### config.mk
export PLATFORM = sky130hd
export DESIGN_NAME = board_top
export DESIGN_NICKNAME = d
export VERILOG_FILES = /design/src/source/board_types_pkg.sv /design/src/source/board_cfg_pkg.sv /design/src/source/board_top.sv /design/src/source/board_video.sv /design/src/source/board_led.sv /design/src/source/board_inputs.sv /design/src/source/board_dip.sv /design/src/source/board_reset.sv
export SDC_FILE = /design/constraint.sdc
export NUM_CORES = 1
export LEC_CHECK = 0
export BUFFER_PORTS_ARGS = -buffer_cell sky130_fd_sc_hd__buf_4
export CAP_MARGIN = 20
export CORE_MARGIN = 3
export CORE_UTILIZATION = 30
export DETAILED_ROUTE_END_ITERATION = 8
export PLACE_DENSITY = 0.67
export SYNTH_ARGS = -nofsm -noshare
export SYNTH_HDL_FRONTEND = slang
export SYNTH_SLANG_ARGS = --single-unit
### constraint.sdc
create_clock -name clk_sys -period 3.7 [get_ports clk_sys]
set_input_delay 0.555 -clock clk_sys [delete_from_list [all_inputs] [get_ports clk_sys]]
set_output_delay 0.555 -clock clk_sys [all_outputs]
set_load 0.02 [all_outputs]
### src/source/board_types_pkg.sv
`default_nettype none

package board_types_pkg;

    // Reset sequencer phases
    typedef enum logic [1:0] {
        RST_BOARD,
        RST_GAME,
        RST_RUN
    } rst_state_e;

    // Where the LED level comes from
    typedef enum logic [1:0] {
        LED_GAME,
        LED_OSD,
        LED_BLINK
    } led_mode_e;

endpackage

`default_nettype wire

### src/source/board_cfg_pkg.sv
`default_nettype none

package board_cfg_pkg;

    // Video widths
    localparam int COLORW     = 4;
    localparam int VIDEO_OUTW = 8;

    // Player inputs
    localparam int JOYW       = 10;
    localparam int BOARD_JOYW = 16;
    localparam int PLAYERS    = 2;
    localparam int JOY_BTN0   = 4;
    localparam bit GAME_INPUTS_ACTIVE_LOW = 1'b1;

    // OSD status word layout
    localparam int STATUSW      = 32;
    localparam int ST_ROTATE    = 2;
    localparam int ST_SCANLINES = 3;
    localparam int ST_FM_OFF    = 5;
    localparam int ST_PSG_OFF   = 6;
    localparam int ST_TEST      = 7;
    localparam int ST_PAUSE     = 8;
    localparam int ST_FLIP      = 9;
    localparam int ST_FX        = 10;
    localparam int ST_AUTOFIRE  = 18;

    // Reset sequencing, one counter shared by both phases
    localparam int RST_HOLD_CYCLES = 16;
    localparam int GAME_RST_DELAY  = 8;
    localparam int RST_CNTW        = 5;
    localparam logic [RST_CNTW-1:0] RST_HOLD_LAST = RST_CNTW'(RST_HOLD_CYCLES - 1);
    localparam logic [RST_CNTW-1:0] GAME_RST_LAST = RST_CNTW'(GAME_RST_DELAY - 1);

    // LED blink, frames per half period
    localparam int LED_BLINK_FRAMES = 4;
    localparam int LED_CNTW         = 2;
    localparam logic [LED_CNTW-1:0] LED_BLINK_LAST = LED_CNTW'(LED_BLINK_FRAMES - 1);

endpackage

`default_nettype wire
### src/source/board_top.sv
`timescale 1ns/1ps
`default_nettype none

module board_top (
    input  logic                                 clk_sys,
    input  logic                                 rst_n,
    input  logic                                 rst_req,
    input  logic                                 pll_locked,
    input  logic                                 downloading,
    input  logic [board_cfg_pkg::STATUSW-1:0]    status,
    input  logic                                 osd_shown,
    input  logic [1:0]                           game_led,
    input  logic [board_cfg_pkg::BOARD_JOYW-1:0] board_joy1,
    input  logic [board_cfg_pkg::BOARD_JOYW-1:0] board_joy2,
    input  logic [board_cfg_pkg::PLAYERS-1:0]    board_start,
    input  logic [board_cfg_pkg::PLAYERS-1:0]    board_coin,
    input  logic                                 pause_key,
    input  logic [board_cfg_pkg::COLORW-1:0]     game_r,
    input  logic [board_cfg_pkg::COLORW-1:0]     game_g,
    input  logic [board_cfg_pkg::COLORW-1:0]     game_b,
    input  logic                                 lhbl,
    input  logic                                 lvbl,
    input  logic                                 hs,
    input  logic                                 vs,
    input  logic                                 pxl_cen,
    output logic                                 board_rst_n,
    output logic                                 game_rst_n,
    output logic                                 rotate,
    output logic [1:0]                           scanlines,
    output logic                                 enable_fm,
    output logic                                 enable_psg,
    output logic                                 dip_test,
    output logic                                 dip_pause,
    output logic                                 dip_flip,
    output logic [1:0]                           dip_fxlevel,
    output logic [board_cfg_pkg::JOYW-1:0]       game_joy1,
    output logic [board_cfg_pkg::JOYW-1:0]       game_joy2,
    output logic [board_cfg_pkg::PLAYERS-1:0]    game_start,
    output logic [board_cfg_pkg::PLAYERS-1:0]    game_coin,
    output logic                                 game_pause,
    output logic                                 led,
    output logic [board_cfg_pkg::VIDEO_OUTW-1:0] vid_r,
    output logic [board_cfg_pkg::VIDEO_OUTW-1:0] vid_g,
    output logic [board_cfg_pkg::VIDEO_OUTW-1:0] vid_b,
    output logic                                 vid_hs,
    output logic                                 vid_vs,
    output logic                                 vid_de
);

    logic autofire_en;

    board_reset u_reset (
        .clk_sys     (clk_sys),
        .rst_n       (rst_n),
        .pll_locked  (pll_locked),
        .rst_req     (rst_req),
        .downloading (downloading),
        .dip_flip    (dip_flip),
        .board_rst_n (board_rst_n),
        .game_rst_n  (game_rst_n)
    );

    board_dip u_dip (
        .clk_sys     (clk_sys),
        .board_rst_n (board_rst_n),
        .status      (status),
        .game_pause  (game_pause),
        .rotate      (rotate),
        .scanlines   (scanlines),
        .enable_fm   (enable_fm),
        .enable_psg  (enable_psg),
        .dip_test    (dip_test),
        .dip_pause   (dip_pause),
        .dip_flip    (dip_flip),
        .dip_fxlevel (dip_fxlevel),
        .autofire_en (autofire_en)
    );

    board_inputs u_inputs (
        .clk_sys     (clk_sys),
        .board_rst_n (board_rst_n),
        .downloading (downloading),
        .vs          (vs),
        .autofire_en (autofire_en),
        .dip_flip    (dip_flip),
        .pause_key   (pause_key),
        .board_joy1  (board_joy1),
        .board_joy2  (board_joy2),
        .board_start (board_start),
        .board_coin  (board_coin),
        .game_joy1   (game_joy1),
        .game_joy2   (game_joy2),
        .game_start  (game_start),
        .game_coin   (game_coin),
        .game_pause  (game_pause)
    );

    board_led u_led (
        .clk_sys     (clk_sys),
        .board_rst_n (board_rst_n),
        .downloading (downloading),
        .osd_shown   (osd_shown),
        .lvbl        (lvbl),
        .game_led    (game_led),
        .led         (led)
    );

    board_video u_video (
        .clk_sys     (clk_sys),
        .board_rst_n (board_rst_n),
        .pxl_cen     (pxl_cen),
        .lhbl        (lhbl),
        .lvbl        (lvbl),
        .hs          (hs),
        .vs          (vs),
        .game_r      (game_r),
        .game_g      (game_g),
        .game_b      (game_b),
        .vid_r       (vid_r),
        .vid_g       (vid_g),
        .vid_b       (vid_b),
        .vid_hs      (vid_hs),
        .vid_vs      (vid_vs),
        .vid_de      (vid_de)
    );

endmodule

`default_nettype wire

### src/source/board_video.sv
`timescale 1ns/1ps
`default_nettype none

module board_video (
    input  logic                                 clk_sys,
    input  logic                                 board_rst_n,
    input  logic                                 pxl_cen,
    input  logic                                 lhbl,
    input  logic                                 lvbl,
    input  logic                                 hs,
    input  logic                                 vs,
    input  logic [board_cfg_pkg::COLORW-1:0]     game_r,
    input  logic [board_cfg_pkg::COLORW-1:0]     game_g,
    input  logic [board_cfg_pkg::COLORW-1:0]     game_b,
    output logic [board_cfg_pkg::VIDEO_OUTW-1:0] vid_r,
    output logic [board_cfg_pkg::VIDEO_OUTW-1:0] vid_g,
    output logic [board_cfg_pkg::VIDEO_OUTW-1:0] vid_b,
    output logic                                 vid_hs,
    output logic                                 vid_vs,
    output logic                                 vid_de
);

    logic de_in;

    assign de_in = lhbl & lvbl;

    always_ff @(posedge clk_sys) begin
        if (!board_rst_n) begin
            vid_r  <= '0;
            vid_g  <= '0;
            vid_b  <= '0;
            vid_hs <= 1'b0;
            vid_vs <= 1'b0;
            vid_de <= 1'b0;
        end else if (pxl_cen) begin
            vid_hs <= hs;
            vid_vs <= vs;
            vid_de <= de_in;
            // Nibble repeated so full scale stays full scale
            vid_r  <= de_in ? {game_r, game_r} : '0;
            vid_g  <= de_in ? {game_g, game_g} : '0;
            vid_b  <= de_in ? {game_b, game_b} : '0;
        end
    end

    assert property (@(posedge clk_sys) !vid_de |-> ((vid_r | vid_g | vid_b) == '0));

endmodule

`default_nettype wire

### src/source/board_led.sv
`timescale 1ns/1ps
`default_nettype none

module board_led (
    input  logic       clk_sys,
    input  logic       board_rst_n,
    input  logic       downloading,
    input  logic       osd_shown,
    input  logic       lvbl,
    input  logic [1:0] game_led,
    output logic       led
);

    board_types_pkg::led_mode_e         mode;
    logic [board_cfg_pkg::LED_CNTW-1:0] frame_cnt;
    logic                               lvbl_l;
    logic                               lvbl_fall;
    logic                               blink;

    assign lvbl_fall = lvbl_l & ~lvbl;

    // Download has priority, then the OSD
    always_comb begin
        if (downloading) begin
            mode = board_types_pkg::LED_BLINK;
        end else if (osd_shown) begin
            mode = board_types_pkg::LED_OSD;
        end else begin
            mode = board_types_pkg::LED_GAME;
        end
    end

    always_ff @(posedge clk_sys) begin
        if (!board_rst_n) begin
            lvbl_l    <= 1'b0;
            frame_cnt <= '0;
            blink     <= 1'b0;
            led       <= 1'b0;
        end else begin
            lvbl_l <= lvbl;
            if (mode != board_types_pkg::LED_BLINK) begin
                frame_cnt <= '0;
                blink     <= 1'b0;
            end else if (lvbl_fall) begin
                if (frame_cnt == board_cfg_pkg::LED_BLINK_LAST) begin
                    frame_cnt <= '0;
                    blink     <= ~blink;
                end else begin
                    frame_cnt <= frame_cnt + 1'b1;
                end
            end
            case (mode)
                board_types_pkg::LED_BLINK: led <= blink;
                board_types_pkg::LED_OSD:   led <= 1'b1;
                default:                    led <= game_led[0];
            endcase
        end
    end

    assert property (@(posedge clk_sys) $rose(board_rst_n) |-> !led);

endmodule

`default_nettype wire

### src/source/board_inputs.sv
`timescale 1ns/1ps
`default_nettype none

module board_inputs (
    input  logic                                 clk_sys,
    input  logic                                 board_rst_n,
    input  logic                                 downloading,
    input  logic                                 vs,
    input  logic                                 autofire_en,
    input  logic                                 dip_flip,
    input  logic                                 pause_key,
    input  logic [board_cfg_pkg::BOARD_JOYW-1:0] board_joy1,
    input  logic [board_cfg_pkg::BOARD_JOYW-1:0] board_joy2,
    input  logic [board_cfg_pkg::PLAYERS-1:0]    board_start,
    input  logic [board_cfg_pkg::PLAYERS-1:0]    board_coin,
    output logic [board_cfg_pkg::JOYW-1:0]       game_joy1,
    output logic [board_cfg_pkg::JOYW-1:0]       game_joy2,
    output logic [board_cfg_pkg::PLAYERS-1:0]    game_start,
    output logic [board_cfg_pkg::PLAYERS-1:0]    game_coin,
    output logic                                 game_pause
);

    logic [board_cfg_pkg::JOYW-1:0]    joy_raw  [board_cfg_pkg::PLAYERS];
    logic [board_cfg_pkg::JOYW-1:0]    joy_fire [board_cfg_pkg::PLAYERS];
    logic [board_cfg_pkg::PLAYERS-1:0] fire_phase;
    logic [board_cfg_pkg::PLAYERS-1:0] phase_nxt;
    logic [board_cfg_pkg::JOYW-1:0]    joy_pol;
    logic [board_cfg_pkg::PLAYERS-1:0] btn_pol;
    logic                              vs_l;
    logic                              pause_l;
    logic                              vs_rise;

    // XOR masks, also the idle level out of reset
    assign joy_pol = {board_cfg_pkg::JOYW{board_cfg_pkg::GAME_INPUTS_ACTIVE_LOW}};
    assign btn_pol = {board_cfg_pkg::PLAYERS{board_cfg_pkg::GAME_INPUTS_ACTIVE_LOW}};

    assign joy_raw[0] = board_joy1[board_cfg_pkg::JOYW-1:0];
    assign joy_raw[1] = board_joy2[board_cfg_pkg::JOYW-1:0];
    assign vs_rise    = vs & ~vs_l;

    // Autofire pulses button 0 once per frame
    always_comb begin
        for (int p = 0; p < board_cfg_pkg::PLAYERS; p++) begin
            if (!autofire_en || !joy_raw[p][board_cfg_pkg::JOY_BTN0]) begin
                phase_nxt[p] = 1'b1;
            end else if (vs_rise) begin
                phase_nxt[p] = ~fire_phase[p];
            end else begin
                phase_nxt[p] = fire_phase[p];
            end
            joy_fire[p] = joy_raw[p];
            joy_fire[p][board_cfg_pkg::JOY_BTN0] =
                joy_raw[p][board_cfg_pkg::JOY_BTN0] & phase_nxt[p];
        end
    end

    always_ff @(posedge clk_sys) begin
        if (!board_rst_n) begin
            vs_l       <= 1'b0;
            pause_l    <= 1'b0;
            fire_phase <= '1;
            game_pause <= 1'b0;
            game_joy1  <= joy_pol;
            game_joy2  <= joy_pol;
            game_start <= btn_pol;
            game_coin  <= btn_pol;
        end else begin
            vs_l       <= vs;
            pause_l    <= pause_key;
            fire_phase <= phase_nxt;
            if (pause_key && !pause_l && !downloading) begin
                game_pause <= ~game_pause;
            end
            // Cocktail cabinet swaps the players when flipped
            game_joy1  <= (dip_flip ? joy_fire[1] : joy_fire[0]) ^ joy_pol;
            game_joy2  <= (dip_flip ? joy_fire[0] : joy_fire[1]) ^ joy_pol;
            game_start <= board_start ^ btn_pol;
            game_coin  <= board_coin ^ btn_pol;
        end
    end

endmodule

`default_nettype wire

### src/source/board_dip.sv
`timescale 1ns/1ps
`default_nettype none

module board_dip (
    input  logic                              clk_sys,
    input  logic                              board_rst_n,
    input  logic [board_cfg_pkg::STATUSW-1:0] status,
    input  logic                              game_pause,
    output logic                              rotate,
    output logic [1:0]                        scanlines,
    output logic                              enable_fm,
    output logic                              enable_psg,
    output logic                              dip_test,
    output logic                              dip_pause,
    output logic                              dip_flip,
    output logic [1:0]                        dip_fxlevel,
    output logic                              autofire_en
);

    always_ff @(posedge clk_sys) begin
        if (!board_rst_n) begin
            rotate      <= 1'b0;
            scanlines   <= 2'd0;
            enable_fm   <= 1'b0;
            enable_psg  <= 1'b0;
            dip_test    <= 1'b0;
            dip_pause   <= 1'b0;
            dip_flip    <= 1'b0;
            dip_fxlevel <= 2'd0;
            autofire_en <= 1'b0;
        end else begin
            rotate      <= status[board_cfg_pkg::ST_ROTATE];
            scanlines   <= status[board_cfg_pkg::ST_SCANLINES +: 2];
            // OSD stores these as off switches
            enable_fm   <= ~status[board_cfg_pkg::ST_FM_OFF];
            enable_psg  <= ~status[board_cfg_pkg::ST_PSG_OFF];
            dip_test    <= status[board_cfg_pkg::ST_TEST];
            // Either the OSD or the pause key can stop the game
            dip_pause   <= status[board_cfg_pkg::ST_PAUSE] | game_pause;
            dip_flip    <= status[board_cfg_pkg::ST_FLIP];
            dip_fxlevel <= status[board_cfg_pkg::ST_FX +: 2];
            autofire_en <= status[board_cfg_pkg::ST_AUTOFIRE];
        end
    end

endmodule

`default_nettype wire

### src/source/board_reset.sv
`timescale 1ns/1ps
`default_nettype none

module board_reset (
    input  logic clk_sys,
    input  logic rst_n,
    input  logic pll_locked,
    input  logic rst_req,
    input  logic downloading,
    input  logic dip_flip,
    output logic board_rst_n,
    output logic game_rst_n
);

    board_types_pkg::rst_state_e        state;
    logic [board_cfg_pkg::RST_CNTW-1:0] cnt;
    logic                               flip_l;
    logic                               hold_cause;
    logic                               game_restart;

    // Any of these holds the whole board
    assign hold_cause   = ~rst_n | ~pll_locked | rst_req;
    // Flipping the screen needs a fresh game start
    assign game_restart = downloading | (dip_flip ^ flip_l);

    always_ff @(posedge clk_sys) begin
        if (hold_cause) begin
            state       <= board_types_pkg::RST_BOARD;
            cnt         <= '0;
            flip_l      <= 1'b0;
            board_rst_n <= 1'b0;
            game_rst_n  <= 1'b0;
        end else begin
            flip_l <= dip_flip;
            case (state)
                board_types_pkg::RST_BOARD: begin
                    if (cnt == board_cfg_pkg::RST_HOLD_LAST) begin
                        board_rst_n <= 1'b1;
                        cnt         <= '0;
                        state       <= board_types_pkg::RST_GAME;
                    end else begin
                        cnt <= cnt + 1'b1;
                    end
                end
                board_types_pkg::RST_GAME: begin
                    // Delay restarts while a download or flip change is seen
                    if (game_restart) begin
                        cnt <= '0;
                    end else if (cnt == board_cfg_pkg::GAME_RST_LAST) begin
                        game_rst_n <= 1'b1;
                        state      <= board_types_pkg::RST_RUN;
                    end else begin
                        cnt <= cnt + 1'b1;
                    end
                end
                board_types_pkg::RST_RUN: begin
                    if (game_restart) begin
                        game_rst_n <= 1'b0;
                        cnt        <= '0;
                        state      <= board_types_pkg::RST_GAME;
                    end
                end
                default: begin
                    state <= board_types_pkg::RST_BOARD;
                end
            endcase
        end
    end

    // Game never runs ahead of the board
    assert property (@(posedge clk_sys) !board_rst_n |-> !game_rst_n);

endmodule

`default_nettype wire

==> out/metrics.yaml, run 1 <==
clock_skew_ns: 0.0147
antenna_found_initial: 0
drive_gt1_share_pct: 40.4
slowest_stage: "dfxtp_2"
status: "complete, no violations"
ys_seq_elements: 70
areaGrowthSynthToFinish_pct: 40.4
htree_levels: 3
async_reset_ff_share_pct: 0
port-buffer-count: 124
met3_usage_pct: 4.90
path_cells: "buf_4"
hold_violations: 0
end_kind: "output port"
tns_ns: 0
drc_errors: 0
via_count: 2377
finalCritPeriodShare_pct: 57.6
hp-start: "board_start[1]"
drt_iter0_drc: 103
rr_startpoint: "u_reset.state[0]$_SDFFE_PP0P_"
critPathTopFamily: "flip-flops"
crit_type: "reg2out"
post_synth.cell_area_avg_um2: 9.86
ys_types: 45
vdd_drop_max_mv: 0.231
cp-start-kind: "flip-flop"
p_leak_uw: 0.00168
globalRouteTotalUtil_pct: 12.5
ys_warn_count: 0
cts.clk_slew.worst_paths_ns: 0.09
cts_inserted_buffers: 9
final_cell_area_mm2: 0.00406
die_w_um: 104
fin_util_pct: 43.7
worstPathMaxFanout: 60
diodes: 0
synth_area_mm2: 0.00289
hp-class: "in2reg"
initial_core_util_pct: 31.1
grt_overflow: 0
globalplace.congestion: 0.831
grt_pass1_vias: 2364
io_pins: 159
cp.arrival_ns: 1.58
grt_max_degree: 61
grt_pass1_wl_mm: 11.0
cts_hold_buf: 0
met2_usage_pct: 20.5
dr.pass1.iters: 4
setup_viol: 0
slew_headroom_pct: 36.4
clock_latency_ns: 0.34
cts_resized: 0
r2r_slack_ns: 2.02
cts_setup_buffers: 0
grtUsageMet1_pct: 13.8
clockBufferDepth: 2
fmax_mhz: 469
worstMarginPinSlew_ns: 0.954
synth_fp_nets: 395
reg2reg_depth: 6
drv_cap: 0
cts_tree: "done"
placed_area_mm2: 0.00383
core-area_mm2: 0.00928
dieArea_mm2: 0.0108
die_y_um: 104
maxSlewViolCount: 0
hold_depth: 2
dp.final_hpwl_mm: 4.89
synth_cells: 293
final_antenna_net_count: 0
required_ns: 3.14
synth-edff-count: 0
hold_path_end: "u_inputs.game_start[1]$_SDFF_PN1_"
power.density_mw_per_mm2: 374
synthFlopType: "dfxtp_1"
critPathBufInv: 1
post_drt_wl_per_cell_um: 12.4
num-nets-final: 505
regToRegEndpoint: "u_reset.cnt[3]$_SDFFE_PP0P_"
row_count: 35
drt_wl_total_mm: 6.64
whs_ns: 0.363
fin_crit_ns: 2.13
ys_seq_area_share_pct: 48.5
finalPower_uw: 1520
root_buffer: "clkbuf_8"
cts_sinks: 70
cpPeakStageDelay_ns: 0.95
via_per_inst: 4.43
rsz0062_at_grt: "false"
grt-busiest-layer: "met2"
==> cells by family after synthesis <==
logic type | share of synthesized area, %
mux | 8.40
fa+ha+maj | 3.46
compound gates | 11.3
buf+inv | 6.28
xor+xnor | 2.08
flops | 48.5
simple gates | 20.0
==> per-layer routing <==
layer / up-vias / wire length, um
met4: 0 / 143
met5: - / 0
met2: 94 / 3140
met1: 1075 / 2780
met3: 11 / 573
li1: 1197 / -
==> state kept, by name, summed over array words and instances (netlist names), 4 cells and up <==
signal	flops
u_inputs.game_joy1	10
u_inputs.game_joy2	10
u_reset.cnt	5
u_video.vid_b	4
u_video.vid_g	4
u_video.vid_r	4
==> cell type report <==
cell class	instances	area [um2]
sequential	70	1400
clock buffer	10	128
clock inverter	6	93.8
timing repair buffer	125	938
multi-input combinational	190	1310
inverter	7	26.3
fill	941	5230
tap	129	161
==> report_power, final <==
part | total [uW] | switching (uW) | internal, uW
Clock | 682 | 297 | 385
Sequential | 754 | 0.710 | 753
Combinational | 81.2 | 28.6 | 52.6
==> cell usage after synthesis, types with 2 or more instances <==
library cell | instances | area (um2)
dfxtp_1 | 70 | 1400
nor2b_1 | 32 | 200
nand2_1 | 31 | 116
a21oi_1 | 18 | 90.1
mux2_2 | 18 | 203
and2_1 | 12 | 75.1
buf_4 | 12 | 90.1
nor2_1 | 12 | 45.0
clkbuf_1 | 9 | 33.8
ha_1 | 8 | 100
inv_1 | 7 | 26.3
a211oi_1 | 5 | 37.5
o21ai_1 | 5 | 25.0
buf_2 | 4 | 20.0
mux2i_1 | 4 | 40.0
o22ai_1 | 4 | 25.0
xnor2_1 | 4 | 35.0
nand3_1 | 3 | 15.0
or3_1 | 3 | 18.8
a221oi_1 | 2 | 17.5
nand3b_1 | 2 | 15.0
nand4_1 | 2 | 12.5
nor3_1 | 2 | 10.0
o211ai_1 | 2 | 15.0
o21a_1 | 2 | 15.0
==> how the worst max path moves through the flow <==
stage	slack, ns	start	cells past startpoint	to
6_report	1.57	u_reset.board_rst_n$_SDFFE_PP0P_	1	board_rst_n
5_1_grt	1.41	u_reset.board_rst_n$_SDFFE_PP0P_	1	board_rst_n
4_1_cts	1.51	u_reset.board_rst_n$_SDFFE_PP0P_	1	board_rst_n
3_5_place_dp	1.89	u_reset.board_rst_n$_SDFFE_PP0P_	1	board_rst_n
3_3_place_gp	1.91	u_reset.board_rst_n$_SDFFE_PP0P_	1	board_rst_n
2_1_floorplan	2.17	rst_n	5	u_reset.cnt[3]$_SDFFE_PP0P_
==> per-stage QoR <==
step	std cells	setup WS, ns
after floorplan	293	2.17
after global placement	521	1.91
after detailed placement	521	1.89
after CTS	537	1.51
after global routing	537	1.41
final	537	1.57
==> cell usage in the layout, fill, tap and decap left out, types with 2 or more instances in the layout <==
cell type,n
dfxtp_1,69
xnor2_1,4
mux2i_1,4
ha_1,8
nor2b_1,32
mux2_2,18
nor3_1,2
buf_4,125
nand4_1,2
or3_1,3
o21ai_1,5
o22ai_1,4
o21a_1,2
clkbuf_8,9
nor2_1,12
a21oi_1,18
nand2_1,31
o211ai_1,2
a211oi_1,5
inv_1,7
clkinv_4,2
a221oi_1,2
nand3_1,3
nand3b_1,2
and2_1,12
bufinv_16,2
(Power assumes the default switching activity.)
==> run 2: changes to the inputs <==
--- a/config.mk
+++ b/config.mk
@@ -10,7 +10,7 @@
 export CORE_MARGIN = 3
 export CORE_UTILIZATION = 30
 export DETAILED_ROUTE_END_ITERATION = 8
-export PLACE_DENSITY = 0.67
+export PLACE_DENSITY = 0.69
 export SYNTH_ARGS = -nofsm -noshare
 export SYNTH_HDL_FRONTEND = slang
 export SYNTH_SLANG_ARGS = --single-unit
==> constraint.sdc (replaced) <==
create_clock -name clk_sys -period 1.75 [get_ports clk_sys]
set_input_delay 0.2625 -clock clk_sys [delete_from_list [all_inputs] [get_ports clk_sys]]
set_output_delay 0.2625 -clock clk_sys [all_outputs]
set_load 0.02 [all_outputs]
==> run 2 against run 1 <==
Against the previous run: sequential power up 110%; wire length up 5.5%; cell count up 0.56%; worst hold slack worse by 0.28 ns; first-iteration DRC count down 27%; sequential cell count unchanged; clock power up 96%; critical endpoint is now u_reset.cnt[2]$_SDFFE_PP0P_; highest routed layer unchanged.
==> out/metrics.yaml, run 2 (synthesis gave the netlist of run 1 again) <==
cp.arrival_ns: 1.81  # +0.23 ns
final_cell_area_mm2: 0.00407  # +0.31%
fin_crit_ns: 1.61
status: "complete, no violations"
grt-busiest-layer: "met2"
root_buffer: "clkbuf_8"
finalPower_uw: 3100  # +100%
via_count: 2425  # +2.0%
drt_iter0_drc: 75  # -27%
dieArea_mm2: 0.0108  # unchanged
p_clk_share_pct: 43.1  # -1.8 points
vdd_drop_max_mv: 0.451  # +95%
maxSlewViolCount: 0  # unchanged
io_pins: 159  # unchanged
placed_area_mm2: 0.00386  # +0.59%
worstMarginPinSlew_ns: 0.494  # -0.460 ns
cts_setup_buffers: 0  # unchanged
power_frac_seq_pct: 51.4  # +1.7 points
grt_overflow: 0  # unchanged
dp.final_hpwl_mm: 5.28  # +8.0%
final_cell_mix: "128 x buf_4, 69 x dfxtp_1, 32 x nor2b_1, 31 x nand2_1"
switching_power_uw: 694  # +110%
swShare_pct: 22.4  # +0.84 points
grtUsageMet1_pct: 15.4  # +1.7 points
htree_levels: 3  # unchanged
power.internal_uw: 2410  # +100%
slew_headroom_pct: 67.1  # +31 points
crit_path_start: "u_reset.state[0]$_SDFFE_PP0P_"
clock_skew_ns: 0.0189  # +0.00420 ns
layout_commonest_cell: "buf_4"
pwr-share-comb_pct: 5.5  # about the same
initial_core_util_pct: 31.1  # unchanged
cts_sinks: 70  # unchanged
via_per_inst: 4.49  # +1.5%
grt_max_degree: 24  # -61%
reg_top3: "u_inputs.game_joy1 x10, u_inputs.game_joy2 x10, u_reset.cnt x5"
cpPeakStageDelay_ns: 0.39  # -0.56 ns
slowest_stage: "dfxtp_1"
cp-start-kind: "flip-flop"
rsz0062_at_grt: "false"
drv_cap: 0  # unchanged
nFillCells: 914  # -2.9%
cts_tree: "done"
drive_gt1_share_pct: 41.4  # +0.92 points
antenna_found_initial: 0  # unchanged
met2_usage_pct: 21.8  # +1.3 points
grt_pass1_vias: 2307  # -2.4%
port-buffer-count: 124  # unchanged
hp-start: "board_start[0]"
power.density_mw_per_mm2: 762  # +100%
row_count: 35  # unchanged
post_drt_wl_per_cell_um: 13.0  # +4.9%
final_antenna_net_count: 0  # unchanged
crit_type: "reg2reg"
worstPathMaxFanout: 6  # -90%
die_w_um: 104  # unchanged
path_cells: "inv_1 -> ha_1 -> nand3b_1 -> o22ai_2 -> a221oi_1 -> o22ai_1"
grt_pass1_wl_mm: 11.4  # +3.4%
end_kind: "flip-flop"
p_leak_uw: 0.00169  # +0.57%
clock_latency_ns: 0.33  # about the same
globalplace.congestion: 0.843  # +1.4%
setup_viol: 0  # unchanged
required_ns: 1.95  # -1.19 ns
clockBufferDepth: 2  # unchanged
dr.pass1.iters: 4  # unchanged
tns_ns: 0  # unchanged
finalCritPeriodShare_pct: 92.3
cts.clk_slew.worst_paths_ns: 0.08  # about the same
hold_violations: 0  # unchanged
met3_usage_pct: 4.10  # -0.81 points
whs_ns: 0.0863  # -0.277 ns
areaGrowthSynthToFinish_pct: 40.8
globalRouteTotalUtil_pct: 12.9  # +0.42 points
hp-class: "in2reg"
drc_errors: 0  # unchanged
core-area_mm2: 0.00928  # unchanged
die_y_um: 104  # unchanged
cts_inserted_buffers: 9  # unchanged
rr_startpoint: "u_reset.state[0]$_SDFFE_PP0P_"
drt_wl_total_mm: 7.00  # +5.5%
fmax_mhz: 619
num-nets-final: 508  # +0.59%
diodes: 0  # unchanged
-- run 2: metal layers --
layer / wire length [um] / vias up / share of wire, %
met5: 0 / - / 0
met1: 3020 / 1137 / 43
li1: - / 1208 / -
met4: 65 / 0 / 0.93
met3: 405 / 5 / 5.8
met2: 3510 / 75 / 50
-- run 2: final cells by class --
class / count / area, um2 / area share, %
Sequential cell: 70 / 1400 / 34.5
Clock inverter: 6 / 67.6 / 1.66
Multi-Input combinational cell: 190 / 1310 / 32.3
Tap cell: 129 / 161 / 3.97
Clock buffer: 10 / 138 / 3.38
Inverter: 7 / 26.3 / 0.646
Timing Repair Buffer: 128 / 961 / 23.6
-- run 2: path summary, 6_finish.rpt --
check,end,slack (ns),cells after the start
max,u_reset.cnt[2]$_SDFFE_PP0P_,0.14,6
min,u_inputs.game_start[0]$_SDFF_PN1_,0.09,2
max reg2reg,u_reset.cnt[2]$_SDFFE_PP0P_,0.14,6
min reg2reg,u_inputs.fire_phase[0]$_SDFF_PN1_,0.47,1
-- run 2: critical path: cells and delay by family (launching register included) --
kind,cells,cell delay (ns)
DFF,1,0.39
buffers and inverters,1,0.08
and+or+nand+nor,1,0.14
AOI/OAI and AO/OA,3,0.50
adders and majority gates,1,0.38
-- run 2: metrics by stage --
step | worst slack (ns) | std cells | utilization (%)
3_3_place_gp | 0.147 | 524 | 41.5
6_report | 0.136 | 540 | 43.8
3_5_place_dp | 0.0860 | 524 | 41.5
5_1_grt | 0.00511 | 540 | 43.8
4_1_cts | 0.0828 | 540 | 43.8
2_1_floorplan | 0.287 | 293 | -
-- run 2: power by group through the flow --
stage / registers [uW] / clock network (uW) / logic (uW)
after CTS: 1590 / 1400 / 173
after global placement: 1630 / 0 / 169
final: 1590 / 1340 / 172
after detailed placement: 1630 / 0 / 173
after global routing: 1590 / 1470 / 190
after floorplan: 1630 / 0 / 56.5
-- run 2: what timing repair did --
item                                    4_1_cts  5_1_grt
endpoints found under the setup margin        0        4
hold buffers                                  0        0
gates resized for setup                       0        1
hold endpoints to repair                      0        0
